**src/ahb_stream_pkg.sv**
```systemverilog
// ========================================
// shared widths and codes for the stream bridge
// FIFO_DEPTH must be a power of two, at least 2
// WAIT_STATES may be 0 or more
// ========================================
package ahb_stream_pkg;

   // bus widths
   localparam int ADDR_W = 32;
   localparam int DATA_W = 32;
   localparam int STRB_W = DATA_W / 8;
   localparam int ADDR_LSB = $clog2(STRB_W);
   localparam logic [ADDR_W-1:0] ADDR_STEP = ADDR_W'(STRB_W);

   // fixed transfer attributes, full word INCR bursts
   localparam logic [2:0] HSIZE_WORD = 3'($clog2(STRB_W));
   localparam logic [2:0] HBURST_INCR = 3'b001;

   // htrans encodings
   localparam logic [1:0] TRANS_IDLE = 2'b00;
   localparam logic [1:0] TRANS_BUSY = 2'b01;
   localparam logic [1:0] TRANS_NONSEQ = 2'b10;
   localparam logic [1:0] TRANS_SEQ = 2'b11;

   // read word count
   localparam int LEN_W = 16;

   // on-chip memory
   localparam int MEM_WORDS = 64;
   localparam int MEM_AW = $clog2(MEM_WORDS);
   localparam int WAIT_STATES = 1;
   localparam int WAIT_W = $clog2(WAIT_STATES + 2);

   // stream buffers
   localparam int FIFO_DEPTH = 4;
   localparam int FIFO_AW = $clog2(FIFO_DEPTH);

endpackage
```
**src/ahb_stream_top.sv**
```systemverilog
`timescale 1ns/10ps
// ========================================
// stream buffer, bridge, memory, stream buffer
// one transfer at a time per configuration
// ========================================
module ahb_stream_top
   import ahb_stream_pkg::*;
(
   input  logic              clk_i,
   input  logic              rst_i,
   // write configuration
   input  logic              cfg_wr_valid_i,
   input  logic [ADDR_W-1:0] cfg_wr_addr_i,
   output logic              cfg_wr_ready_o,
   // read configuration
   input  logic              cfg_rd_valid_i,
   input  logic [ADDR_W-1:0] cfg_rd_addr_i,
   input  logic [LEN_W-1:0]  cfg_rd_len_i,
   output logic              cfg_rd_ready_o,
   // input stream
   input  logic              in_tvalid_i,
   input  logic [DATA_W-1:0] in_tdata_i,
   input  logic              in_tlast_i,
   output logic              in_tready_o,
   // output stream
   output logic              out_tvalid_o,
   output logic [DATA_W-1:0] out_tdata_o,
   output logic              out_tlast_o,
   input  logic              out_tready_i
);

   logic              s_tvalid;
   logic [DATA_W-1:0] s_tdata;
   logic              s_tlast;
   logic              s_tready;
   logic              m_tvalid;
   logic [DATA_W-1:0] m_tdata;
   logic              m_tlast;
   logic              m_tready;
   logic [ADDR_W-1:0] hahb_addr;
   logic [1:0]        hahb_trans;
   logic              hahb_write;
   logic [DATA_W-1:0] hahb_wdata;
   logic [STRB_W-1:0] hahb_wstrb;
   logic              hahb_ready;
   logic [DATA_W-1:0] hahb_rdata;

   stream_fifo in_buf (
      .clk_i      (clk_i),
      .rst_i      (rst_i),
      .in_valid_i (in_tvalid_i),
      .in_data_i  (in_tdata_i),
      .in_last_i  (in_tlast_i),
      .in_ready_o (in_tready_o),
      .out_valid_o(s_tvalid),
      .out_data_o (s_tdata),
      .out_last_o (s_tlast),
      .out_ready_i(s_tready)
   );

   // size and burst are fixed, the memory does not look at them
   axis2ahb adapter (
      .clk_i         (clk_i),
      .rst_i         (rst_i),
      .cfg_wr_valid_i(cfg_wr_valid_i),
      .cfg_wr_addr_i (cfg_wr_addr_i),
      .cfg_wr_ready_o(cfg_wr_ready_o),
      .cfg_rd_valid_i(cfg_rd_valid_i),
      .cfg_rd_addr_i (cfg_rd_addr_i),
      .cfg_rd_len_i  (cfg_rd_len_i),
      .cfg_rd_ready_o(cfg_rd_ready_o),
      .s_tvalid_i    (s_tvalid),
      .s_tdata_i     (s_tdata),
      .s_tlast_i     (s_tlast),
      .s_tready_o    (s_tready),
      .m_tvalid_o    (m_tvalid),
      .m_tdata_o     (m_tdata),
      .m_tlast_o     (m_tlast),
      .m_tready_i    (m_tready),
      .hahb_addr_o   (hahb_addr),
      .hahb_trans_o  (hahb_trans),
      .hahb_write_o  (hahb_write),
      .hahb_wdata_o  (hahb_wdata),
      .hahb_wstrb_o  (hahb_wstrb),
      .hahb_size_o   (),
      .hahb_burst_o  (),
      .hahb_ready_i  (hahb_ready),
      .hahb_rdata_i  (hahb_rdata)
   );

   ahb_sram sram (
      .clk_i       (clk_i),
      .rst_i       (rst_i),
      .hahb_addr_i (hahb_addr),
      .hahb_trans_i(hahb_trans),
      .hahb_write_i(hahb_write),
      .hahb_wdata_i(hahb_wdata),
      .hahb_wstrb_i(hahb_wstrb),
      .hahb_ready_o(hahb_ready),
      .hahb_rdata_o(hahb_rdata)
   );

   stream_fifo out_buf (
      .clk_i      (clk_i),
      .rst_i      (rst_i),
      .in_valid_i (m_tvalid),
      .in_data_i  (m_tdata),
      .in_last_i  (m_tlast),
      .in_ready_o (m_tready),
      .out_valid_o(out_tvalid_o),
      .out_data_o (out_tdata_o),
      .out_last_o (out_tlast_o),
      .out_ready_i(out_tready_i)
   );

endmodule

```
**src/ahb_sram.sv**
```systemverilog
`timescale 1ns/10ps
// ========================================
// AHB memory of MEM_WORDS words, address wraps
// WAIT_STATES low ready cycles per data phase
// ========================================
module ahb_sram
   import ahb_stream_pkg::*;
(
   input  logic              clk_i,
   input  logic              rst_i,
   input  logic [ADDR_W-1:0] hahb_addr_i,
   input  logic [1:0]        hahb_trans_i,
   input  logic              hahb_write_i,
   input  logic [DATA_W-1:0] hahb_wdata_i,
   input  logic [STRB_W-1:0] hahb_wstrb_i,
   output logic              hahb_ready_o,
   output logic [DATA_W-1:0] hahb_rdata_o
);

   logic [DATA_W-1:0] mem_q [MEM_WORDS];
   logic [MEM_AW-1:0] idx_q;
   logic              write_q;
   logic              pend_q;
   logic [WAIT_W-1:0] wait_q;
   logic              addr_acc;

   // ready drops only while wait states are counting down
   assign hahb_ready_o = (wait_q == '0);
   assign addr_acc     = hahb_ready_o &&
                         (hahb_trans_i == TRANS_NONSEQ || hahb_trans_i == TRANS_SEQ);
   assign hahb_rdata_o = mem_q[idx_q];

   always_ff @(posedge clk_i) begin
      if (rst_i) begin
         pend_q <= 1'b0;
         wait_q <= '0;
      end else if (addr_acc) begin
         pend_q <= 1'b1;
         wait_q <= WAIT_W'(WAIT_STATES);
      end else begin
         if (hahb_ready_o) begin
            pend_q <= 1'b0;
         end
         if (wait_q != '0) begin
            wait_q <= wait_q - 1'b1;
         end
      end
   end

   // address phase capture, word index modulo the depth
   always_ff @(posedge clk_i) begin
      if (addr_acc) begin
         idx_q   <= hahb_addr_i[ADDR_LSB +: MEM_AW];
         write_q <= hahb_write_i;
      end
   end

   // byte lanes written at the end of a write data phase
   always_ff @(posedge clk_i) begin
      if (pend_q && write_q && hahb_ready_o) begin
         for (int i = 0; i < STRB_W; i++) begin
            if (hahb_wstrb_i[i]) begin
               mem_q[idx_q][8*i +: 8] <= hahb_wdata_i[8*i +: 8];
            end
         end
      end
   end

endmodule

```
**src/axis2ahb.sv**
```systemverilog
`timescale 1ns/10ps
// ========================================
// AHB manager fed by a write or read configuration
// cfg_rd_len_i must be 1 or more; no error responses
// reads issue the next beat only after the previous word lands
// ========================================
module axis2ahb
   import ahb_stream_pkg::*;
(
   input  logic              clk_i,
   input  logic              rst_i,
   // configuration
   input  logic              cfg_wr_valid_i,
   input  logic [ADDR_W-1:0] cfg_wr_addr_i,
   output logic              cfg_wr_ready_o,
   input  logic              cfg_rd_valid_i,
   input  logic [ADDR_W-1:0] cfg_rd_addr_i,
   input  logic [LEN_W-1:0]  cfg_rd_len_i,
   output logic              cfg_rd_ready_o,
   // stream in and out
   input  logic              s_tvalid_i,
   input  logic [DATA_W-1:0] s_tdata_i,
   input  logic              s_tlast_i,
   output logic              s_tready_o,
   output logic              m_tvalid_o,
   output logic [DATA_W-1:0] m_tdata_o,
   output logic              m_tlast_o,
   input  logic              m_tready_i,
   // AHB manager
   output logic [ADDR_W-1:0] hahb_addr_o,
   output logic [1:0]        hahb_trans_o,
   output logic              hahb_write_o,
   output logic [DATA_W-1:0] hahb_wdata_o,
   output logic [STRB_W-1:0] hahb_wstrb_o,
   output logic [2:0]        hahb_size_o,
   output logic [2:0]        hahb_burst_o,
   input  logic              hahb_ready_i,
   input  logic [DATA_W-1:0] hahb_rdata_i
);

   typedef enum logic [1:0] {
      ST_WAIT_CFG,
      ST_WAIT_DATA,
      ST_TRANSFER,
      ST_LAST_DATA
   } state_t;

   state_t            state_q;
   logic [ADDR_W-1:0] addr_q;
   logic [1:0]        trans_q;
   logic              write_q;
   logic [DATA_W-1:0] wdata_pipe_q;
   logic [STRB_W-1:0] wstrb_pipe_q;
   logic [DATA_W-1:0] wdata_q;
   logic [STRB_W-1:0] wstrb_q;
   logic [LEN_W-1:0]  len_q;
   logic              rd_pend_q;
   logic              idle;
   logic              addr_acc;
   logic              s_take;
   logic              m_take;
   logic              last_word;

   assign idle     = (state_q == ST_WAIT_CFG);
   assign addr_acc = hahb_ready_i && (trans_q == TRANS_NONSEQ || trans_q == TRANS_SEQ);

   // write configuration wins over a read in the same cycle
   assign cfg_wr_ready_o = idle & cfg_wr_valid_i;
   assign cfg_rd_ready_o = idle & cfg_rd_valid_i & ~cfg_wr_valid_i;

   assign s_tready_o = write_q & hahb_ready_i &
                       (state_q == ST_WAIT_DATA || state_q == ST_TRANSFER);
   assign s_take     = s_tvalid_i & s_tready_o;

   // read word goes straight from the bus into the output buffer
   assign last_word  = (len_q == LEN_W'(1));
   assign m_tvalid_o = rd_pend_q & hahb_ready_i;
   assign m_tdata_o  = hahb_rdata_i;
   assign m_tlast_o  = last_word;
   assign m_take     = m_tvalid_o & m_tready_i;

   assign hahb_addr_o  = addr_q;
   assign hahb_trans_o = trans_q;
   assign hahb_write_o = write_q;
   assign hahb_wdata_o = wdata_q;
   assign hahb_wstrb_o = wstrb_q;
   assign hahb_size_o  = HSIZE_WORD;
   assign hahb_burst_o = HBURST_INCR;

   always_ff @(posedge clk_i) begin
      if (rst_i) begin
         state_q      <= ST_WAIT_CFG;
         trans_q      <= TRANS_IDLE;
         write_q      <= 1'b0;
         wstrb_pipe_q <= '0;
         wstrb_q      <= '0;
         len_q        <= '0;
         rd_pend_q    <= 1'b0;
      end else begin
         if (s_take) begin
            wstrb_pipe_q <= '1;
         end
         // strobes follow their data into the data phase
         if (addr_acc) begin
            wstrb_q   <= wstrb_pipe_q;
            rd_pend_q <= ~write_q;
         end else if (hahb_ready_i) begin
            rd_pend_q <= 1'b0;
         end
         if (m_take) begin
            len_q <= len_q - 1'b1;
         end

         case (state_q)
            ST_WAIT_CFG: begin
               if (cfg_wr_ready_o) begin
                  write_q <= 1'b1;
                  state_q <= ST_WAIT_DATA;
               end else if (cfg_rd_ready_o) begin
                  write_q <= 1'b0;
                  len_q   <= cfg_rd_len_i;
                  state_q <= ST_WAIT_DATA;
               end
            end
            ST_WAIT_DATA: begin
               if (write_q ? s_take : (m_tready_i && hahb_ready_i)) begin
                  trans_q <= TRANS_NONSEQ;
                  state_q <= (write_q && s_tlast_i) ? ST_LAST_DATA : ST_TRANSFER;
               end
            end
            ST_TRANSFER: begin
               if (hahb_ready_i) begin
                  if (write_q) begin
                     // stalled input stream shows BUSY at the held address
                     trans_q <= s_tvalid_i ? TRANS_SEQ : TRANS_BUSY;
                     if (s_tvalid_i && s_tlast_i) begin
                        state_q <= ST_LAST_DATA;
                     end
                  end else if (addr_acc) begin
                     trans_q <= last_word ? TRANS_IDLE : TRANS_BUSY;
                     if (last_word) begin
                        state_q <= ST_LAST_DATA;
                     end
                  end else if (!rd_pend_q && m_tready_i) begin
                     // room downstream for one more word
                     trans_q <= TRANS_SEQ;
                  end
               end
            end
            ST_LAST_DATA: begin
               if (hahb_ready_i) begin
                  if (trans_q != TRANS_IDLE) begin
                     trans_q <= TRANS_IDLE;
                  end else begin
                     // final data phase done
                     write_q      <= 1'b0;
                     wstrb_pipe_q <= '0;
                     wstrb_q      <= '0;
                     state_q      <= ST_WAIT_CFG;
                  end
               end
            end
            default: begin
               state_q <= ST_WAIT_CFG;
            end
         endcase
      end
   end

   // address and write data pipeline
   always_ff @(posedge clk_i) begin
      if (cfg_wr_ready_o) begin
         addr_q <= cfg_wr_addr_i;
      end else if (cfg_rd_ready_o) begin
         addr_q <= cfg_rd_addr_i;
      end else if (addr_acc) begin
         addr_q <= addr_q + ADDR_STEP;
      end
      if (s_take) begin
         wdata_pipe_q <= s_tdata_i;
      end
      if (addr_acc) begin
         wdata_q <= wdata_pipe_q;
      end
   end

endmodule

```
**src/stream_fifo.sv**
```systemverilog
`timescale 1ns/10ps
// ========================================
// valid/ready buffer of FIFO_DEPTH beats
// output reads storage directly, one cycle after a push
// ========================================
module stream_fifo
   import ahb_stream_pkg::*;
(
   input  logic              clk_i,
   input  logic              rst_i,
   input  logic              in_valid_i,
   input  logic [DATA_W-1:0] in_data_i,
   input  logic              in_last_i,
   output logic              in_ready_o,
   output logic              out_valid_o,
   output logic [DATA_W-1:0] out_data_o,
   output logic              out_last_o,
   input  logic              out_ready_i
);

   logic [DATA_W-1:0]  data_q [FIFO_DEPTH];
   logic               last_q [FIFO_DEPTH];
   logic [FIFO_AW-1:0] wr_ptr_q;
   logic [FIFO_AW-1:0] rd_ptr_q;
   logic [FIFO_AW:0]   count_q;
   logic               push;
   logic               pop;

   // full exactly when the count reaches the power-of-two depth
   assign in_ready_o  = ~count_q[FIFO_AW];
   assign out_valid_o = (count_q != '0);
   assign out_data_o  = data_q[rd_ptr_q];
   assign out_last_o  = last_q[rd_ptr_q];

   assign push = in_valid_i & in_ready_o;
   assign pop  = out_valid_o & out_ready_i;

   always_ff @(posedge clk_i) begin
      if (rst_i) begin
         wr_ptr_q <= '0;
         rd_ptr_q <= '0;
         count_q  <= '0;
      end else begin
         if (push) begin
            wr_ptr_q <= wr_ptr_q + 1'b1;
         end
         if (pop) begin
            rd_ptr_q <= rd_ptr_q + 1'b1;
         end
         // push and pop together leave the count alone
         if (push && !pop) begin
            count_q <= count_q + 1'b1;
         end else if (pop && !push) begin
            count_q <= count_q - 1'b1;
         end
      end
   end

   always_ff @(posedge clk_i) begin
      if (push) begin
         data_q[wr_ptr_q] <= in_data_i;
         last_q[wr_ptr_q] <= in_last_i;
      end
   end

endmodule

```
**config.mk**
```make
export PLATFORM = sky130hd
export DESIGN_NAME = ahb_stream_top
export DESIGN_NICKNAME = d
export VERILOG_FILES = /design/src/ahb_stream_pkg.sv /design/src/ahb_stream_top.sv /design/src/ahb_sram.sv /design/src/axis2ahb.sv /design/src/stream_fifo.sv
export SDC_FILE = /design/constraint.sdc
export NUM_CORES = 2
export LEC_CHECK = 0
export BUFFER_PORTS_ARGS = -buffer_cell sky130_fd_sc_hd__buf_4
export CORE_AREA = 2 2 349 697
export CTS_CLUSTER_SIZE = 16
export DETAILED_ROUTE_END_ITERATION = 16
export DIE_AREA = 0 0 351 699
export PLACE_DENSITY = 0.55
export RECOVER_POWER = 25
export SLEW_MARGIN = 15
export SYNTH_ARGS = -nofsm -noshare
export SYNTH_HDL_FRONTEND = slang
export SYNTH_HIERARCHICAL = 1
export SYNTH_SLANG_ARGS = --single-unit
```
**constraint.sdc**
```tcl
create_clock -name clk_i -period 3.95 [get_ports clk_i]
set_clock_uncertainty 0.05 [all_clocks]
set_input_delay 0.395 -clock clk_i [delete_from_list [all_inputs] [get_ports clk_i]]
set_output_delay 0.395 -clock clk_i [all_outputs]
set_load 0.01 [all_outputs]
```
# After elaboration in Yosys (flattened, before gate mapping)
# Memories as Yosys holds them, arrays and structs flattened. A register that Yosys moved wholly into a read port is not among the register bits.
# Index checks and enable logic that the tools add are counted.
dict set report word_totals {
  output_inout_bits 37
  mem_bits_ro 0
  mem_count 5
  input_bits 119
  register_bits 118
  elab_cells 176
  latchBits 0
  ram_bits 2312
}
dict set report op_classes {
  order_cmp 0
  n_shift 0
  eq_ne 16
  reduce_logical 35
  muxes 75
  bitwise 14
  n_addsub 11
  mul 0
  div 0
}
# memory depth word_bits read_ports rd_clocked_by_memory_dff wr line_no
set mem_list {}
lappend mem_list {sram.mem_q 64 32 1 1 1 ahb_sram.sv:20} ;# logic [DATA_W-1:0] mem_q [MEM_WORDS];
lappend mem_list {in_buf.data_q 4 32 1 1 1 stream_fifo.sv:21} ;# logic [DATA_W-1:0] data_q [FIFO_DEPTH];
lappend mem_list {out_buf.data_q 4 32 1 1 1 stream_fifo.sv:21}
lappend mem_list {in_buf.last_q 4 1 1 1 1 stream_fifo.sv:22} ;# logic last_q [FIFO_DEPTH];
lappend mem_list {out_buf.last_q 4 1 1 1 1 stream_fifo.sv:22}
# cell n
set ops {}
lappend ops {{$mux 32} 3}
lappend ops {{$mux 16} 4}
lappend ops {{$mux 2} 24}
lappend ops {{$add 32x3->32 const B} 1}
lappend ops {{$mux 4} 8}
lappend ops {{$mux 1} 28}
lappend ops {{$eq 16x1->1 const B} 1}
lappend ops {{$sub 16x1->16 const B} 1}
lappend ops {{$reduce_bool 2->1} 7}
lappend ops {{$mux 3} 4}
lappend ops {{$reduce_bool 3->1} 4}
lappend ops {{$logic_and 1x1->1} 11}
lappend ops {{$and 1x1->1} 10}
lappend ops {{$add 2x1->2 const B} 4}
lappend ops {{$eq 2x2->1 const B} 4}
lappend ops {{$pmux 2 s4} 1}
lappend ops {{$reduce_and 8->1} 1}
lappend ops {{$add 3x1->3 const B} 2}
lappend ops {{$mux 6} 1}
lappend ops {{$ne 2x1->1 const B} 3}
lappend ops {{$ne 3x1->1 const B} 2}
lappend ops {{$ne 3x3->1 const B} 2}
lappend ops {{$pmux 2 s3} 1}
lappend ops {{$reduce_and 6->1} 1}
lappend ops {{other kinds (12)} 23}

# Depth between registers and ports, before layout
dict set report depth {
  ltp_word 8
  depth_mapped 12
  depth_no_buf 10
}

# Modules after synthesis
# The synthesis kept the hierarchy.
# mod cells_each seq_area_each_um2 instances area_each_um2
set by_module_without_submodules {}
lappend by_module_without_submodules {ahb_sram 3614 61889.4 1 79251.0}
lappend by_module_without_submodules {stream_fifo 219 4144.0 2 5255.0}
lappend by_module_without_submodules {axis2ahb 493 3483.3 1 5804.3}

# Least setup slack after synthesis
# Ideal clock, no wire load.
dict set report synth_path {
  kind {register to register}
  from {register adapter.state_q[1]}
  to {register adapter.trans_q[0], in the netlist adapter/hahb_trans_o[0]}
  t_required_ns 3.829
  setup_slack_ns 1.002
  stages_incl_launch_ff 9
  arrival_ns 2.828
  setup_time_ns 0.071
  cell_sequence {dfxtp_1 inv_1 ha_1 and4_1 clkbuf_1 a221o_1 o2111ai_1 a311o_1 a21oi_1}
}
dict set report synth_via {
  elab_chain_cells 7
  word_cells_on_any_way 15
}
# element line_no
set synth_lines {}
lappend synth_lines {{start: declaration} axis2ahb.sv:48} ;# state_t state_q;
lappend synth_lines {{start signal: assignment} axis2ahb.sv:128} ;# state_q <= (write_q && s_tlast_i) ? ST_LAST_DATA : ST_TRANSFER;
lappend synth_lines {{$eq 2x1->1 / $eq 2x2->1 (equally long branches)} axis2ahb.sv:72} ;# (state_q == ST_WAIT_DATA || state_q == ST_TRANSFER);
lappend synth_lines {{$logic_or 1x1->1 (*)} axis2ahb.sv:72}
lappend synth_lines {{$and 1x1->1 (*)} axis2ahb.sv:71} ;# assign s_tready_o = write_q & hahb_ready_i &
lappend synth_lines {{$and 1x1->1 (*)} axis2ahb.sv:73} ;# assign s_take = s_tvalid_i & s_tready_o;
lappend synth_lines {{named net adapter.s_take} axis2ahb.sv:60} ;# logic s_take;
lappend synth_lines {{$mux 1 (*)} axis2ahb.sv:126} ;# if (write_q ? s_take : (m_tready_i && hahb_ready_i)) begin
lappend synth_lines {{$ne 2x2->1 (no line) (*)} --}
lappend synth_lines {{$reduce_and 6->1 (no line) (*)} --}
lappend synth_lines {{end signal: assignment} axis2ahb.sv:135} ;# trans_q <= s_tvalid_i ? TRANS_SEQ : TRANS_BUSY;
lappend synth_lines {{end signal: assignment} axis2ahb.sv:140} ;# trans_q <= last_word ? TRANS_IDLE : TRANS_BUSY;
lappend synth_lines {{end: declaration} axis2ahb.sv:50} ;# logic [1:0] trans_q;
# Mark *: on every way through the listed nets, which the timed path passes. The rest lies on a longest branch.
# A chain may end at the register's enable or synchronous reset.

# Worst setup path in the final report
dict set report layout_path {
  from {register sram.idx_q[0]}
  to {memory sram.mem_q[4][17], enable pin}
}
# element line_no
set layout_lines {}
lappend layout_lines {{start: declaration} ahb_sram.sv:21} ;# logic [MEM_AW-1:0] idx_q;
lappend layout_lines {{start signal: assignment} ahb_sram.sv:53} ;# idx_q <= hahb_addr_i[ADDR_LSB +: MEM_AW];
lappend layout_lines {{end: declaration} ahb_sram.sv:20}
# Straight into the memory's write port.

==> impl_metrics.env <==
export IMPL_outcome="finished with violations"
export IMPL_violations="max-capacitance violations, max-slew violations"
export IMPL_fmax_mhz=278
export IMPL_path_max_fanout=9
export IMPL_dr_total_vias=45700
export IMPL_first_iter_violations=5166
export IMPL_hold_viol=0
export IMPL_cts_root_buf="clkbuf_16"
export IMPL_rsz0062_at_grt="no"
export IMPL_cts_tree="done"
export IMPL_grt_pass1_vias=46700
export IMPL_yosys_warnings=6
export IMPL_critPathTopFamily="simple AND/OR/NAND/NOR gates"
export IMPL_setup_viol=0
export IMPL_maxCapViolations=22
export IMPL_finalInstanceArea_sq_um=107000
export IMPL_numCtsBuffers=218
export IMPL_min_path_type="in -> reg"
export IMPL_grtUsageMet2=0.351
export IMPL_critPathMaxStageDelay_ns=0.89
export IMPL_rows=255
export IMPL_gp_congestion=0.868
export IMPL_cp_arrival_ns=4.04
export IMPL_num_io_pins=156
export IMPL_crit_cells=3
export IMPL_initial_utilization=0.391
export IMPL_grtUsageTotal=0.205
export IMPL_p_leak_nw=33.3
export IMPL_cts_resized=0
export IMPL_die_w_microns=351
export IMPL_busiest_layer="met2"
export IMPL_tightestPinTransition_ns=3.40
export IMPL_drcViolationCount=0
export IMPL_worst_setup_path_end_kind="flip-flop"
export IMPL_clock_latency_ns=0.89
export IMPL_seq_area_sq_um=72900
export IMPL_synth_area_per_cell_sq_um=21.4
export IMPL_crit_slowest_cell="nand2_1"
export IMPL_htree_levels=4
export IMPL_path_clk_slew_ns=0.07
export IMPL_worstRegToRegCells=3
export IMPL_syn_to_final_growth_pct=14.1
export IMPL_setup_tns_ns=0
export IMPL_fillCellCount=20300
export IMPL_critPathBufInv=0
export IMPL_maxSlewHeadroom=-1.27
export IMPL_die_area_sq_um=245000
export IMPL_crit_chain="nor3b_1, nand2_1, nor2_1"
export IMPL_multi_input_area_sq_um=19600
export IMPL_required_ns=4.38
export IMPL_clkSinkCount=2446
export IMPL_coreArea_sq_um=240000
export IMPL_wirelength_microns=253000
export IMPL_post_route_period_util=0.912
export IMPL_grt_pass1_wl_microns=353000
export IMPL_ant_nets=0
export IMPL_crit_type="reg -> reg"
export IMPL_grt_util_met3=0.0336
export IMPL_power_density_nw_per_um2=667
export IMPL_syn_cell_area_sq_um=93900
export IMPL_startpoint_type="flip-flop"
export IMPL_drive_gt1_frac=0.256
export IMPL_drv_slew=1430
export IMPL_ir_worst_vdd_uv=433
export IMPL_dpl_hpwl_microns=163000
export IMPL_via_per_inst=5.58
export IMPL_synth_nets=4528
export IMPL_min_period_ns=3.60
export IMPL_dr_pass1_iters=8
export IMPL_overflow=0
export IMPL_cts_buffer_depth=4
export IMPL_wl_per_cell_microns=30.9
export IMPL_num_nets_final=4931
export IMPL_met1_usage=0.260
export IMPL_die_h_microns=699
export IMPL_portBuffers=103
export IMPL_grt_max_degree=68
export IMPL_grt_antenna_before_repair=12
export IMPL_syn_inst=4387
export IMPL_hold_depth=6
export IMPL_place_area_sq_um=99900
[final cells by class]
type / count / area share
sequential: 2446 / 0.680
antenna: 11 / 0.000257
timing repair buffer: 465 / 0.0355
multi-input combinational: 1636 / 0.182
clock inverter: 135 / 0.0110
inverter: 23 / 0.000805
clock buffer: 257 / 0.0525
tap: 3212 / 0.0375
[flip-flops by register name (all words and copies together), names as in the netlist, 3 cells and up, named ones only]
| signal | count |
|---|---|
| out_buf/data_q | 128 |
| adapter/hahb_addr_o | 6 |
| sram/mem_q | 2048 |
| adapter/hahb_wstrb_o | 4 |
| adapter/hahb_wdata_o | 32 |
| adapter/wstrb_pipe_q | 4 |
| out_buf/count_q | 3 |
| sram/idx_q | 6 |
| in_buf/count_q | 3 |
| out_buf/last_q | 4 |
| adapter/len_q | 16 |
| in_buf/last_q | 4 |
| adapter/wdata_pipe_q | 32 |
| in_buf/data_q | 128 |
[where the power goes]
group | total (mW) | switching (mW) | internal (mW)
clock network | 20.7 | 9.26 | 11.4
logic | 19.2 | 11.9 | 7.29
registers | 31.7 | 0.767 | 30.9
total | 71.5 | 21.9 | 49.6
[path summary, 6_finish.rpt]
path                                  from                        to  slack, ns
setup / recovery             sram/idx_q[0]         sram/mem_q[4][17]       0.35
hold / removal              cfg_wr_valid_i      adapter/hahb_write_o       0.07
setup reg to reg             sram/idx_q[0]         sram/mem_q[4][17]       0.35
hold reg to reg   adapter/wdata_pipe_q[28]  adapter/hahb_wdata_o[28]       0.34
[worst reg2reg max path, stage by stage (launching register included)]
cell and delay (ns):
edfxtp_1 0.52, nor3b_1 0.85, nand2_1 0.90, nor2_1 0.89
[routing by layer]
metal,vias to the layer above,routed length (microns)
li1,19000,-
met1,24400,95500
met2,1827,130000
met3,393,16700
met4,6,10900
met5,-,28
[layout by cell type (no fill, tap or decap), types with 13 or more instances in the layout]
cell type      count
a211oi_1          30
a21oi_1           58
a22oi_1          138
buf_12            28
buf_4            316
bufinv_16         19
clkbuf_1          87
clkbuf_16        219
clkinv_1          49
clkinv_2          46
dfxtp_1           49
dlygate4sd3_1     66
edfxtp_1        2389
ha_1              20
inv_1             21
mux2i_1           69
mux4_2           570
nand2_1           95
nand3_1           68
nor2_1           314
o211a_1           29
o221ai_1          44
o22ai_1           20
xnor2_1           13
xor2_1            16
[through the flow]
| stage | util | cells | worst slack (ns) | hold WS [ns] | power, mW |
|---|---|---|---|---|---|
| after floorplan | - | 4387 | 1.00 | 0.350 | 43.7 |
| after global placement | 0.416 | 7716 | 0.659 | 0.358 | 51.3 |
| after detailed placement | 0.416 | 7716 | 0.556 | 0.355 | 51.7 |
| after CTS | 0.447 | 8174 | 0.474 | 0.00748 | 72.3 |
| after global routing | 0.446 | 8176 | 0.219 | 0.0919 | 74.0 |
| final | 0.446 | 8185 | 0.347 | 0.0665 | 71.5 |
[timing repair]
action | in CTS | in global routing
hold endpoints to repair | 174 | 0
buffers inserted | 0 | 0
hold buffers | 66 | 0
No activity file was read; power rests on OpenSTA's default activity.
